--- src/common/sata_prim_pkg.sv ---
// primitive values are Gen1/2/3 dword-mode; byte 0 is the first byte on the wire and carries K28.x
`default_nettype none

package sata_prim_pkg;

    // ------------------------------
    // dword as the transceiver sees it
    // ------------------------------
    typedef struct packed {
        logic [31:0] data;   // four bytes, byte 0 in [7:0]
        logic [3:0]  datak;  // one k-flag per byte
    } sata_dword_t;          // 36 bits

    // k-flag patterns
    localparam logic [3:0] DWORD_IS_PRIM = 4'b0001;  // K28.x in byte 0 only
    localparam logic [3:0] DWORD_IS_DATA = 4'b0000;

    // ------------------------------
    // primitives
    // ------------------------------
    // ALIGN, K28.5 D10.2 D10.2 D27.3
    localparam sata_dword_t ALIGN_DWORD = '{data: 32'h7B4A_4ABC, datak: DWORD_IS_PRIM};

    // SYNC, K28.3 D21.4 D21.5 D21.5
    localparam sata_dword_t SYNC_DWORD = '{data: 32'hB5B5_957C, datak: DWORD_IS_PRIM};

    // D10.2 dial tone, sent while the device hunts for ALIGN
    localparam sata_dword_t DIAL_DWORD = '{data: 32'h4A4A_4A4A, datak: DWORD_IS_DATA};

    // value of the tx register under reset
    localparam sata_dword_t IDLE_DWORD = '{data: 32'h0000_0000, datak: DWORD_IS_DATA};

endpackage : sata_prim_pkg

`default_nettype wire

--- src/common/sata_link_pkg.sv ---
// default timing values assume Gen1 at 37.5 MHz; the state encoding doubles as the command decode
`default_nettype none

package sata_link_pkg;

    // ------------------------------
    // state encoding bits
    // ------------------------------
    localparam int unsigned BIT_LINK_READY  = 0;  // link up, user data allowed
    localparam int unsigned BIT_COMRESET    = 1;  // comreset command pulse
    localparam int unsigned BIT_COMWAKE     = 2;  // comwake command pulse
    localparam int unsigned BIT_OOB_FINISH  = 3;  // oob phase over, level
    localparam int unsigned BIT_DIAL_SEL    = 4;  // send D10.2
    localparam int unsigned BIT_TIMEOUT_RUN = 5;  // waiting, timeout counter runs
    // bits 7:6 only tell apart states with equal low bits

    typedef enum logic [7:0] {
        st_idle             = 8'b00_0_0_0_0_0_0,
        st_send_comreset    = 8'b00_0_0_0_0_1_0,
        st_suspend_comreset = 8'b01_0_0_0_0_0_0,
        st_wait_cominit     = 8'b00_1_0_0_0_0_0,
        st_send_comwake     = 8'b00_0_0_0_1_0_0,
        st_suspend_comwake  = 8'b10_0_0_0_0_0_0,
        st_wait_comwake     = 8'b01_1_0_0_0_0_0,
        st_wait_oobfinish   = 8'b10_1_0_1_0_0_0,
        st_send_dial        = 8'b11_1_1_1_0_0_0,
        st_send_align       = 8'b11_1_0_1_0_0_0,
        st_link_ready       = 8'b11_0_0_0_0_0_1
    } link_state_t;

    // ------------------------------
    // grouped status and command
    // ------------------------------
    typedef struct packed {
        logic       signal_detect;  // squelch open
        logic       locked_to_ref;  // cdr locked to reference clock
        logic       cominit;        // one-cycle pulse from oob decoder
        logic       comwake;        // one-cycle pulse from oob decoder
        logic       oob_finish;     // level, device done with oob
        logic [3:0] sync_status;    // per-byte word-sync flags
    } rx_status_t;

    typedef struct packed {
        logic comreset;    // pulse
        logic comwake;     // pulse
        logic oob_finish;  // level
    } oob_cmd_t;

    // ------------------------------
    // default timing, tx_reset cycles
    // ------------------------------
    localparam int unsigned DEF_TIMEOUT_CYCLES = 33000;  // 880 us at 37.5 MHz
    localparam int unsigned DEF_ALIGN_INTERVAL = 256;    // dwords between ALIGN pairs
    localparam int unsigned DEF_LINKUP_DELAY   = 31;     // settling before linkup

endpackage : sata_link_pkg

`default_nettype wire

--- src/link_init/sata_rx_prim_detect.sv ---
// rx_word and sync_status must already be synchronous to tx_reset; flags lag the input by one cycle
`timescale 1ns/100ps
`default_nettype none

module sata_rx_prim_detect (
    input  logic                      tx_reset,     // clock
    input  logic                      tx_clk,       // async reset, active high
    input  sata_prim_pkg::sata_dword_t rx_word,
    input  logic [3:0]                sync_status,  // per-byte word sync
    output logic                      align_seen,
    output logic                      sync_seen,
    output logic                      sync_locked
);
    import sata_prim_pkg::*;

    logic is_align;
    logic is_sync;
    logic all_locked;

    // ------------------------------
    // compare, data and k-flags both
    // ------------------------------
    assign is_align   = (rx_word == ALIGN_DWORD);
    assign is_sync    = (rx_word == SYNC_DWORD);
    assign all_locked = &sync_status;   // every byte lane in sync

    // one register stage for all three flags
    always_ff @(posedge tx_reset or posedge tx_clk) begin
        if (tx_clk) begin
            align_seen  <= 1'b0;
            sync_seen   <= 1'b0;
            sync_locked <= 1'b0;
        end else begin
            align_seen  <= is_align;
            sync_seen   <= is_sync;
            sync_locked <= all_locked;
        end
    end

endmodule : sata_rx_prim_detect

`default_nettype wire

--- src/link_init/sata_link_init_fsm.sv ---
// tx_reset is the clock and tx_clk the async active-high reset; COM answers must be 1-cycle pulses
`timescale 1ns/100ps
`default_nettype none

module sata_link_init_fsm #(
    parameter int unsigned TIMEOUT_CYCLES = sata_link_pkg::DEF_TIMEOUT_CYCLES
) (
    input  logic                      tx_reset,     // clock
    input  logic                      tx_clk,       // async reset, active high
    input  sata_link_pkg::rx_status_t rx_status,
    input  logic                      oob_ready,    // signaller idle, can take a command
    input  logic                      align_seen,
    input  logic                      sync_seen,
    input  logic                      sync_locked,
    output sata_link_pkg::oob_cmd_t   oob_cmd,
    output logic                      dial_sel,
    output logic                      link_ready
);
    import sata_link_pkg::*;

    localparam int unsigned   TW           = $clog2(TIMEOUT_CYCLES + 1);
    localparam logic [TW-1:0] TIMEOUT_LAST = TW'(TIMEOUT_CYCLES);

    link_state_t   state;
    logic [7:0]    state_bits;
    logic          timeout_run;
    logic          timeout_hit;
    logic [TW-1:0] timeout_cnt;

    // ------------------------------
    // outputs straight from state bits
    // ------------------------------
    assign state_bits         = state;
    assign link_ready         = state_bits[BIT_LINK_READY];
    assign oob_cmd.comreset   = state_bits[BIT_COMRESET];
    assign oob_cmd.comwake    = state_bits[BIT_COMWAKE];
    assign oob_cmd.oob_finish = state_bits[BIT_OOB_FINISH];
    assign dial_sel           = state_bits[BIT_DIAL_SEL];
    assign timeout_run        = state_bits[BIT_TIMEOUT_RUN];

    assign timeout_hit = (timeout_cnt == TIMEOUT_LAST);

    // ------------------------------
    // timeout counter
    // ------------------------------
    // wait_comwake..send_align share one budget, bit 5 stays set across them
    always_ff @(posedge tx_reset or posedge tx_clk) begin
        if (tx_clk) begin
            timeout_cnt <= '0;
        end else if (timeout_run) begin
            timeout_cnt <= timeout_cnt + 1'b1;
        end else begin
            timeout_cnt <= '0;
        end
    end

    // ------------------------------
    // state register
    // ------------------------------
    always_ff @(posedge tx_reset or posedge tx_clk) begin
        if (tx_clk) begin
            state <= st_idle;
        end else begin
            case (state)
                st_idle:
                    if (rx_status.locked_to_ref) state <= st_send_comreset;

                st_send_comreset:
                    state <= st_suspend_comreset;   // single pulse

                st_suspend_comreset:
                    if (oob_ready) state <= st_wait_cominit;

                st_wait_cominit: begin
                    if (rx_status.cominit) begin
                        state <= st_send_comwake;
                    end else if (timeout_hit) begin
                        state <= st_idle;           // no device, retry
                    end
                end

                st_send_comwake:
                    state <= st_suspend_comwake;

                st_suspend_comwake:
                    if (oob_ready) state <= st_wait_comwake;

                st_wait_comwake: begin
                    if (rx_status.comwake) begin
                        state <= st_wait_oobfinish;
                    end else if (timeout_hit) begin
                        state <= st_idle;
                    end
                end

                st_wait_oobfinish: begin
                    if (rx_status.oob_finish) begin
                        state <= st_send_dial;
                    end else if (timeout_hit) begin
                        state <= st_idle;
                    end
                end

                // device must be word-locked when it sends ALIGN back
                st_send_dial: begin
                    if (align_seen && sync_locked) begin
                        state <= st_send_align;
                    end else if (timeout_hit) begin
                        state <= st_idle;
                    end
                end

                st_send_align: begin
                    if (sync_seen) begin
                        state <= st_link_ready;
                    end else if (timeout_hit) begin
                        state <= st_idle;
                    end
                end

                st_link_ready:
                    if (!(rx_status.signal_detect && sync_locked)) state <= st_idle;  // link lost

                default:
                    state <= st_idle;
            endcase
        end
    end

endmodule : sata_link_init_fsm

`default_nettype wire

--- src/hdl/sata_tx_word_mux.sv ---
// ALIGN_INTERVAL must be at least 3; tx_user is taken only while tx_ready is high and must be held
`timescale 1ns/100ps
`default_nettype none

module sata_tx_word_mux #(
    parameter int unsigned ALIGN_INTERVAL = sata_link_pkg::DEF_ALIGN_INTERVAL
) (
    input  logic                       tx_reset,    // clock
    input  logic                       tx_clk,      // async reset, active high
    input  logic                       dial_sel,    // send D10.2
    input  logic                       link_ready,
    input  sata_prim_pkg::sata_dword_t tx_user,
    output sata_prim_pkg::sata_dword_t tx_word,
    output logic                       tx_ready
);
    import sata_prim_pkg::*;

    localparam int unsigned   AW       = $clog2(ALIGN_INTERVAL);
    localparam logic [AW-1:0] CNT_LAST = AW'(ALIGN_INTERVAL - 1);

    logic [AW-1:0] interval_cnt;
    logic          align_slot;   // current cycle is an ALIGN slot
    logic          slot_next;

    // ------------------------------
    // interval counter
    // ------------------------------
    // 0 in the first link_ready cycle, wraps every ALIGN_INTERVAL
    always_ff @(posedge tx_reset or posedge tx_clk) begin
        if (tx_clk) begin
            interval_cnt <= '0;
        end else if (!link_ready) begin
            interval_cnt <= '0;
        end else if (interval_cnt == CNT_LAST) begin
            interval_cnt <= '0;
        end else begin
            interval_cnt <= interval_cnt + 1'b1;
        end
    end

    // two slots per interval, counts 0 and 1
    assign slot_next = link_ready && (interval_cnt == AW'(0) || interval_cnt == AW'(1));

    always_ff @(posedge tx_reset or posedge tx_clk) begin
        if (tx_clk) begin
            align_slot <= 1'b0;
        end else begin
            align_slot <= slot_next;
        end
    end

    assign tx_ready = ~align_slot;   // user held off during ALIGN pair

    // ------------------------------
    // transmit register
    // ------------------------------
    always_ff @(posedge tx_reset or posedge tx_clk) begin
        if (tx_clk) begin
            tx_word <= IDLE_DWORD;
        end else if (dial_sel) begin
            tx_word <= DIAL_DWORD;
        end else if (link_ready && tx_ready) begin
            tx_word <= tx_user;     // user word, one cycle latency
        end else begin
            tx_word <= ALIGN_DWORD; // idle fill and inserted ALIGNs
        end
    end

endmodule : sata_tx_word_mux

`default_nettype wire

--- src/hdl/sata_linkup_qualifier.sv ---
// linkup rises after LINKUP_DELAY+1 link_ready cycles and drops one cycle after link_ready drops
`timescale 1ns/100ps
`default_nettype none

module sata_linkup_qualifier #(
    parameter int unsigned LINKUP_DELAY = sata_link_pkg::DEF_LINKUP_DELAY
) (
    input  logic tx_reset,     // clock
    input  logic tx_clk,       // async reset, active high
    input  logic link_ready,
    output logic linkup
);
    localparam int unsigned   CW        = $clog2(LINKUP_DELAY + 1) > 0 ? $clog2(LINKUP_DELAY + 1) : 1;
    localparam logic [CW-1:0] CNT_LIMIT = CW'(LINKUP_DELAY);

    logic [CW-1:0] ready_cnt;
    logic          cnt_done;

    assign cnt_done = (ready_cnt == CNT_LIMIT);

    // ------------------------------
    // settle counter, saturating
    // ------------------------------
    always_ff @(posedge tx_reset or posedge tx_clk) begin
        if (tx_clk) begin
            ready_cnt <= '0;
        end else if (!link_ready) begin
            ready_cnt <= '0;            // any drop restarts settling
        end else if (!cnt_done) begin
            ready_cnt <= ready_cnt + 1'b1;
        end
    end

    always_ff @(posedge tx_reset or posedge tx_clk) begin
        if (tx_clk) begin
            linkup <= 1'b0;
        end else begin
            linkup <= link_ready && cnt_done;
        end
    end

endmodule : sata_linkup_qualifier

`default_nettype wire

--- src/hdl/sata_phy_ctrl.sv ---
// single domain, tx_reset clocks and tx_clk resets; all rx inputs must be synchronous to tx_reset
`timescale 1ns/100ps
`default_nettype none

module sata_phy_ctrl #(
    parameter int unsigned TIMEOUT_CYCLES = sata_link_pkg::DEF_TIMEOUT_CYCLES,
    parameter int unsigned ALIGN_INTERVAL = sata_link_pkg::DEF_ALIGN_INTERVAL,
    parameter int unsigned LINKUP_DELAY   = sata_link_pkg::DEF_LINKUP_DELAY
) (
    input  logic                       tx_reset,   // clock
    input  logic                       tx_clk,     // async reset, active high
    // receive side, already in this domain
    input  sata_prim_pkg::sata_dword_t rx_word,
    input  sata_link_pkg::rx_status_t  rx_status,
    // oob signaller
    input  logic                       oob_ready,
    output sata_link_pkg::oob_cmd_t    oob_cmd,
    // user transmit
    input  sata_prim_pkg::sata_dword_t tx_user,
    output sata_prim_pkg::sata_dword_t tx_word,
    output logic                       tx_ready,
    output logic                       linkup
);
    logic align_seen;
    logic sync_seen;
    logic sync_locked;
    logic dial_sel;
    logic link_ready;

    // ------------------------------
    // receive primitive flags
    // ------------------------------
    sata_rx_prim_detect u_rx_prim_detect (
        .tx_reset    (tx_reset),
        .tx_clk      (tx_clk),
        .rx_word     (rx_word),
        .sync_status (rx_status.sync_status),
        .align_seen  (align_seen),
        .sync_seen   (sync_seen),
        .sync_locked (sync_locked)
    );

    // oob and primitive handshake
    sata_link_init_fsm #(
        .TIMEOUT_CYCLES (TIMEOUT_CYCLES)
    ) u_link_init_fsm (
        .tx_reset    (tx_reset),
        .tx_clk      (tx_clk),
        .rx_status   (rx_status),
        .oob_ready   (oob_ready),
        .align_seen  (align_seen),
        .sync_seen   (sync_seen),
        .sync_locked (sync_locked),
        .oob_cmd     (oob_cmd),
        .dial_sel    (dial_sel),
        .link_ready  (link_ready)
    );

    // ------------------------------
    // transmit path
    // ------------------------------
    sata_tx_word_mux #(
        .ALIGN_INTERVAL (ALIGN_INTERVAL)
    ) u_tx_word_mux (
        .tx_reset   (tx_reset),
        .tx_clk     (tx_clk),
        .dial_sel   (dial_sel),
        .link_ready (link_ready),
        .tx_user    (tx_user),
        .tx_word    (tx_word),
        .tx_ready   (tx_ready)
    );

    sata_linkup_qualifier #(
        .LINKUP_DELAY (LINKUP_DELAY)
    ) u_linkup_qualifier (
        .tx_reset   (tx_reset),
        .tx_clk     (tx_clk),
        .link_ready (link_ready),
        .linkup     (linkup)
    );

endmodule : sata_phy_ctrl

`default_nettype wire

--- config.mk ---
export PLATFORM = sky130hd
export DESIGN_NAME = sata_phy_ctrl
export DESIGN_NICKNAME = d
export VERILOG_FILES = /design/src/common/sata_prim_pkg.sv /design/src/common/sata_link_pkg.sv /design/src/link_init/sata_rx_prim_detect.sv /design/src/link_init/sata_link_init_fsm.sv /design/src/hdl/sata_tx_word_mux.sv /design/src/hdl/sata_linkup_qualifier.sv /design/src/hdl/sata_phy_ctrl.sv
export SDC_FILE = /design/constraint.sdc
export NUM_CORES = 1
export LEC_CHECK = 0
export BUFFER_PORTS_ARGS = -buffer_cell sky130_fd_sc_hd__buf_2
export CORE_MARGIN = 2
export CORE_UTILIZATION = 53
export CTS_BUF_LIST = sky130_fd_sc_hd__clkbuf_2
export DETAILED_ROUTE_END_ITERATION = 7
export GPL_TIMING_DRIVEN = 0
export PLACE_DENSITY = 0.84
export SYNTH_ARGS = -nofsm -noshare
export SYNTH_HDL_FRONTEND = slang
export SYNTH_SLANG_ARGS = --single-unit
--- constraint.sdc ---
create_clock -name tx_reset -period 7.2 [get_ports tx_reset]
set_clock_uncertainty 0.05 [all_clocks]
set_input_delay 0.72 -clock tx_reset [delete_from_list [all_inputs] [get_ports tx_reset]]
set_output_delay 0.72 -clock tx_reset [all_outputs]
set_load 0.005 [all_outputs]
; After elaboration in Yosys (flattened, before gate mapping)
; Cells that the tools add are included.
[word_totals]
inputBits = 84
output_inout_bits = 41
wordCells = 64
ff_bits = 78
[classes]
n_eq_ne = 21
bitwise = 1
reduce_logical = 10
add_sub_neg = 3
mux = 18
[ops]
columns = op, n
row1 = $mux 8, 12
row2 = $pmux 8 s11, 1
row3 = $mux 36, 2
row4 = $eq 8x8->1 const B, 6
row5 = $eq 36x35->1 const B, 1
row6 = $eq 36x36->1 const B, 1
row7 = $add 16x1->16 const B, 1
row8 = $eq 16x16->1 const B, 1
row9 = $eq 8x7->1 const B, 2
row10 = $logic_not 8->1, 2
row11 = $mux 16, 1
row12 = $mux 5, 2
row13 = $ne 2x2->1 const B, 5
row14 = $add 8x1->8 const B, 1
row15 = $eq 8x1->1 const B, 1
row16 = $eq 8x2->1 const B, 1
row17 = $eq 8x3->1 const B, 1
row18 = $eq 8x6->1 const B, 1
row19 = $reduce_and 4->1, 2
row20 = $add 5x1->5 const B, 1
row21 = $eq 5x5->1 const B, 1
row22 = $logic_and 1x1->1, 5
row23 = $logic_or 1x1->1, 1
row24 = $not 1->1, 1

; Longest topological paths before layout
[depth]
word_depth = 4
ltp_mapped = 7
depth_no_buf = 7

; Cells and area by module
; Synthesis repeated with hierarchy kept, for this count alone.
[hier_totals]
hier_cells = 358
area_unflattened_um2 = 3807.4
[modules_own_cells]
columns = mod, cells_each, area_per_inst_um2, instances, seq_area_each_um2
row1 = sata_tx_word_mux, 135, 1631.6, 1, 1126.1
row2 = sata_link_init_fsm, 171, 1572.8, 1, 600.6
row3 = sata_linkup_qualifier, 24, 310.3, 1, 150.1
row4 = sata_rx_prim_detect, 28, 292.8, 1, 75.1

; Worst setup path after synthesis
; Ideal clock, no wire load.
[synth_timing]
kind = register to register
start = reg u_link_init_fsm.state[2]
end = reg u_link_init_fsm.state[5]
path_slack_ns = 5.245
n_path_buf = 1
arrival_ns = 1.823
synth_period_minus_slack_ns = 1.955
setup_time_ns = 0.082
required_time_ns = 7.068
path_stages_with_launch = 7
path_cell_list = dfrtp_1 -> buf_2 -> or3_4 -> or3_4 -> or2_1 -> a32o_1 -> a31oi_2
[synth_via]
elab_chain_len = 3
elab_cells_between_ends = 17
classes_between = eq/ne (14) / mux (1) / reduce/logical (2)
[synth_rtl]
columns = item, line_no
row1 = from (decl), sata_link_init_fsm.sv:24  ; link_state_t state;
row2 = from (signal assigned), sata_link_init_fsm.sv:62  ; state <= st_idle;
row3 = from (signal assigned), sata_link_init_fsm.sv:66  ; if (rx_status.locked_to_ref) state <= st_send_comreset;
row4 = from (signal assigned), sata_link_init_fsm.sv:69  ; state <= st_suspend_comreset;
row5 = "$eq 8x8->1, or another cell as far along", sata_link_init_fsm.sv:64  ; case (state)
row6 = $ne 2x2->1 (no source line), n/a
row7 = $reduce_and 4->1 (no source line), n/a
; Several ways; a longest one is shown, not always the timed one.
; A chain may end at the register's enable or synchronous reset.

; Final worst setup path
[layout_timing]
start = reg u_link_init_fsm.state[2]
end = reg u_link_init_fsm.state[6]
; Same word-level chain as after synthesis.

==> results.ini <==
[worst_setup_path]
end_kind = register
start_kind = register
path_class = register to register
cp_data_arrival_time_ns = 2.49
crit_fanout = 8
r2r_slack_ns = 5.03
cp_data_required_time_ns = 7.52

[cts]
cts_buffers = 9
postCtsSetupBuffers = 0
h-tree-depth = 3
numClockSinks = 78
hold_buffers = 0
clock-root-buffer = clkbuf_2
clk_pin_slew_ns = 0.21
clk_latency_ns = 0.52
cts_resized = 0
tritoncts = yes
clock_path_buffers = 2

[synthesis]
ys_ff_latch = 78
synth_area_um2 = 3680
yosys.area.top_type_share_pct = 53.1
synth_edf_count = 0
async_flop_share_pct = 100
syn_nets = 444
yosys_warnings = 0
syn-instance-count = 353
synth.area.top_cells = dfrtp_1 53%, and2_1 6.1%, nor2_1 3.3%, xnor2_1 3.1%, nand3_1 2.9%
syn_avg_cell_area_um2 = 10.4
synth.distinct_cells = 53
synth_top_cell_by_area = dfrtp_1
yosysSeqAreaShare_pct = 53.1
synth-main-ff-cell = dfrtp_1

[floorplanning]
row_count = 30
start_util_pct = 54.4
die_area_um2 = 7620
pin_count = 125
core_um2 = 6760
die_h_um = 87.3
fp.dieW_um = 87.3

[placed_design]
dp_hpwl_um = 6310
portBuffers = 124
gp_congestion = 0.930

[power]
switching_share_pct = 31.0
clock_power_share_pct = 26.5
p_leak_nw = 2.16
seq_power_share_pct = 52.0
power-per-cell-area_nw_per_um2 = 194
p_comb_share_pct = 21.6
ir_drop_mv = 0.0924
p_sw_w = 0.000273
power.internal_w = 0.000608

[sta]
finalMaxSlewViolations = 0
setup_viol = 0
rsz0062_at_grt = no
relSlewSlack_pct = 57.2
worst_slew_pin_slew_ns = 0.637
tns_ns = 0
fmax_mhz = 462
timing.final.hold_violations = 0
hold_ws_ns = 0.0901
fin_crit_sh_pct = 30.1
period_minus_slack_ns = 2.17

[route]
drt_iter0_drc = 137
ant_nets = 0
wl_per_cell_um = 14.5
via_count = 3144
dr.pass1.iters = 4
drc = 0
wl_um = 8320
via_per_inst = 5.49

[outcome]
status = finished clean

[global_routing]
grt.overflow.total = 0
grt_start_max_net_pins = 54
grt_usage_pct = 23.6
grt_pass1_vias = 3049
grt_pass1_wl_um = 14000
antenna_found_initial = 0

[layout]
post-route-util_pct = 67.2
final_cell_mix = 126 x buf_2, 78 x dfrtp_1, 36 x and2_1
ff_latch_area_um2 = 1950
final_common_cell = buf_2
drive_above_1_share_pct = 31.0
multi_input_area_um2 = 1600
final_net_count = 580
fillers = 530
area_growth_pct = 23.4
antenna_cells = 0

[worst_hold_path]
hold_class = input port to async pin

[flow_run]
maxCapViolCount = 0

==> through the flow <==
step | power [W] | area (µm²) | setup slack, ns | std cells
floorplan | 0.000592 | 3680 | 4.43 | 353
finish | 0.000881 | 4540 | 5.03 | 573
detailed placement | 0.000655 | 4430 | 5.11 | 558
CTS | 0.000886 | 4540 | 5.04 | 573
global placement | 0.000649 | 4400 | 3.64 | 557
global route | 0.000927 | 4540 | 4.85 | 573
==> sequential cells by signal, summed over array words and instances (netlist names) <==
register,cells
u_tx_word_mux.tx_word,36
u_link_init_fsm.timeout_cnt,16
u_link_init_fsm.state,8
u_tx_word_mux.interval_cnt,8
u_linkup_qualifier.ready_cnt,5
u_linkup_qualifier.linkup,1
u_rx_prim_detect.align_seen,1
u_rx_prim_detect.sync_locked,1
u_rx_prim_detect.sync_seen,1
u_tx_word_mux.align_slot,1
==> area by class of cell <==
type                       instances  area share, %
timing repair buffer             125           14.3
multi-input combinational        248           35.3
inverter                           8          0.717
sequential                        78           43.0
clock buffer                      10           1.10
tap                               80           2.21
clock inverter                     5           1.32
buffer                            19           2.04
==> power by group through the flow <==
stage | Clock, W | Sequential (W) | Combinational, W
after floorplan | 0 | 0.000464 | 0.000128
after global placement | 0 | 0.000466 | 0.000184
after detailed placement | 0 | 0.000466 | 0.000189
after CTS | 0.000238 | 0.000458 | 0.000190
after global routing | 0.000254 | 0.000460 | 0.000213
final | 0.000233 | 0.000458 | 0.000190
==> cell families after synthesis <==
group                      count (synthesis)  synth area share (%)
buffers and inverters                     27                  3.33
adders and majority gates                  7                  2.38
DFF                                       78                  53.1
muxes                                      2                 0.544
AOI/OAI and AO/OA                         29                  5.44
xor gates and xnor gates                  23                  5.48
and+or+nand+nor                          187                  29.8
==> final timing paths <==
path | start | end | depth (start not counted)
min reg2reg | u_tx_word_mux.interval_cnt[4] | u_tx_word_mux.align_slot | 1
max reg2reg | u_link_init_fsm.state[2] | u_link_init_fsm.state[6] | 5
min | tx_clk | u_link_init_fsm.timeout_cnt[15] | 2
max | u_link_init_fsm.state[2] | u_link_init_fsm.state[6] | 5
min in group tx_reset | tx_user[31] | u_tx_word_mux.tx_word[31] | 2
max in group asynchronous | tx_clk | u_tx_word_mux.align_slot | 3
==> per-layer routing <==
| layer | global-route usage, % | wire [µm] | vias to the layer above |
|---|---|---|---|
| met5 | 0 | 0 | - |
| met4 | 6.99 | 144 | 0 |
| met3 | 6.54 | 544 | 15 |
| met2 | 40.2 | 4270 | 126 |
| met1 | 29.3 | 3360 | 1507 |
| li1 | - | - | 1496 |
==> critical path: stages, from the launching register on <==
cell and delay, ns:
dfrtp_1 0.44, buf_2 0.18, nor4_2 0.59, nand3_1 0.19
o2111ai_1 0.39, o211ai_1 0.18
==> cells in the mapped netlist, types with 6 or more instances <==
cell type,count
ha_1,7
nand4_1,9
xnor2_1,13
xor2_1,10
nor4bb_1,7
nor3_1,13
dfrtp_1,78
nand2b_1,6
nand3_1,21
and2_1,36
nand2_1,17
or3_1,12
clkbuf_1,12
nor4_1,6
inv_1,8
nor2_1,32
(Power assumes the default switching activity.)
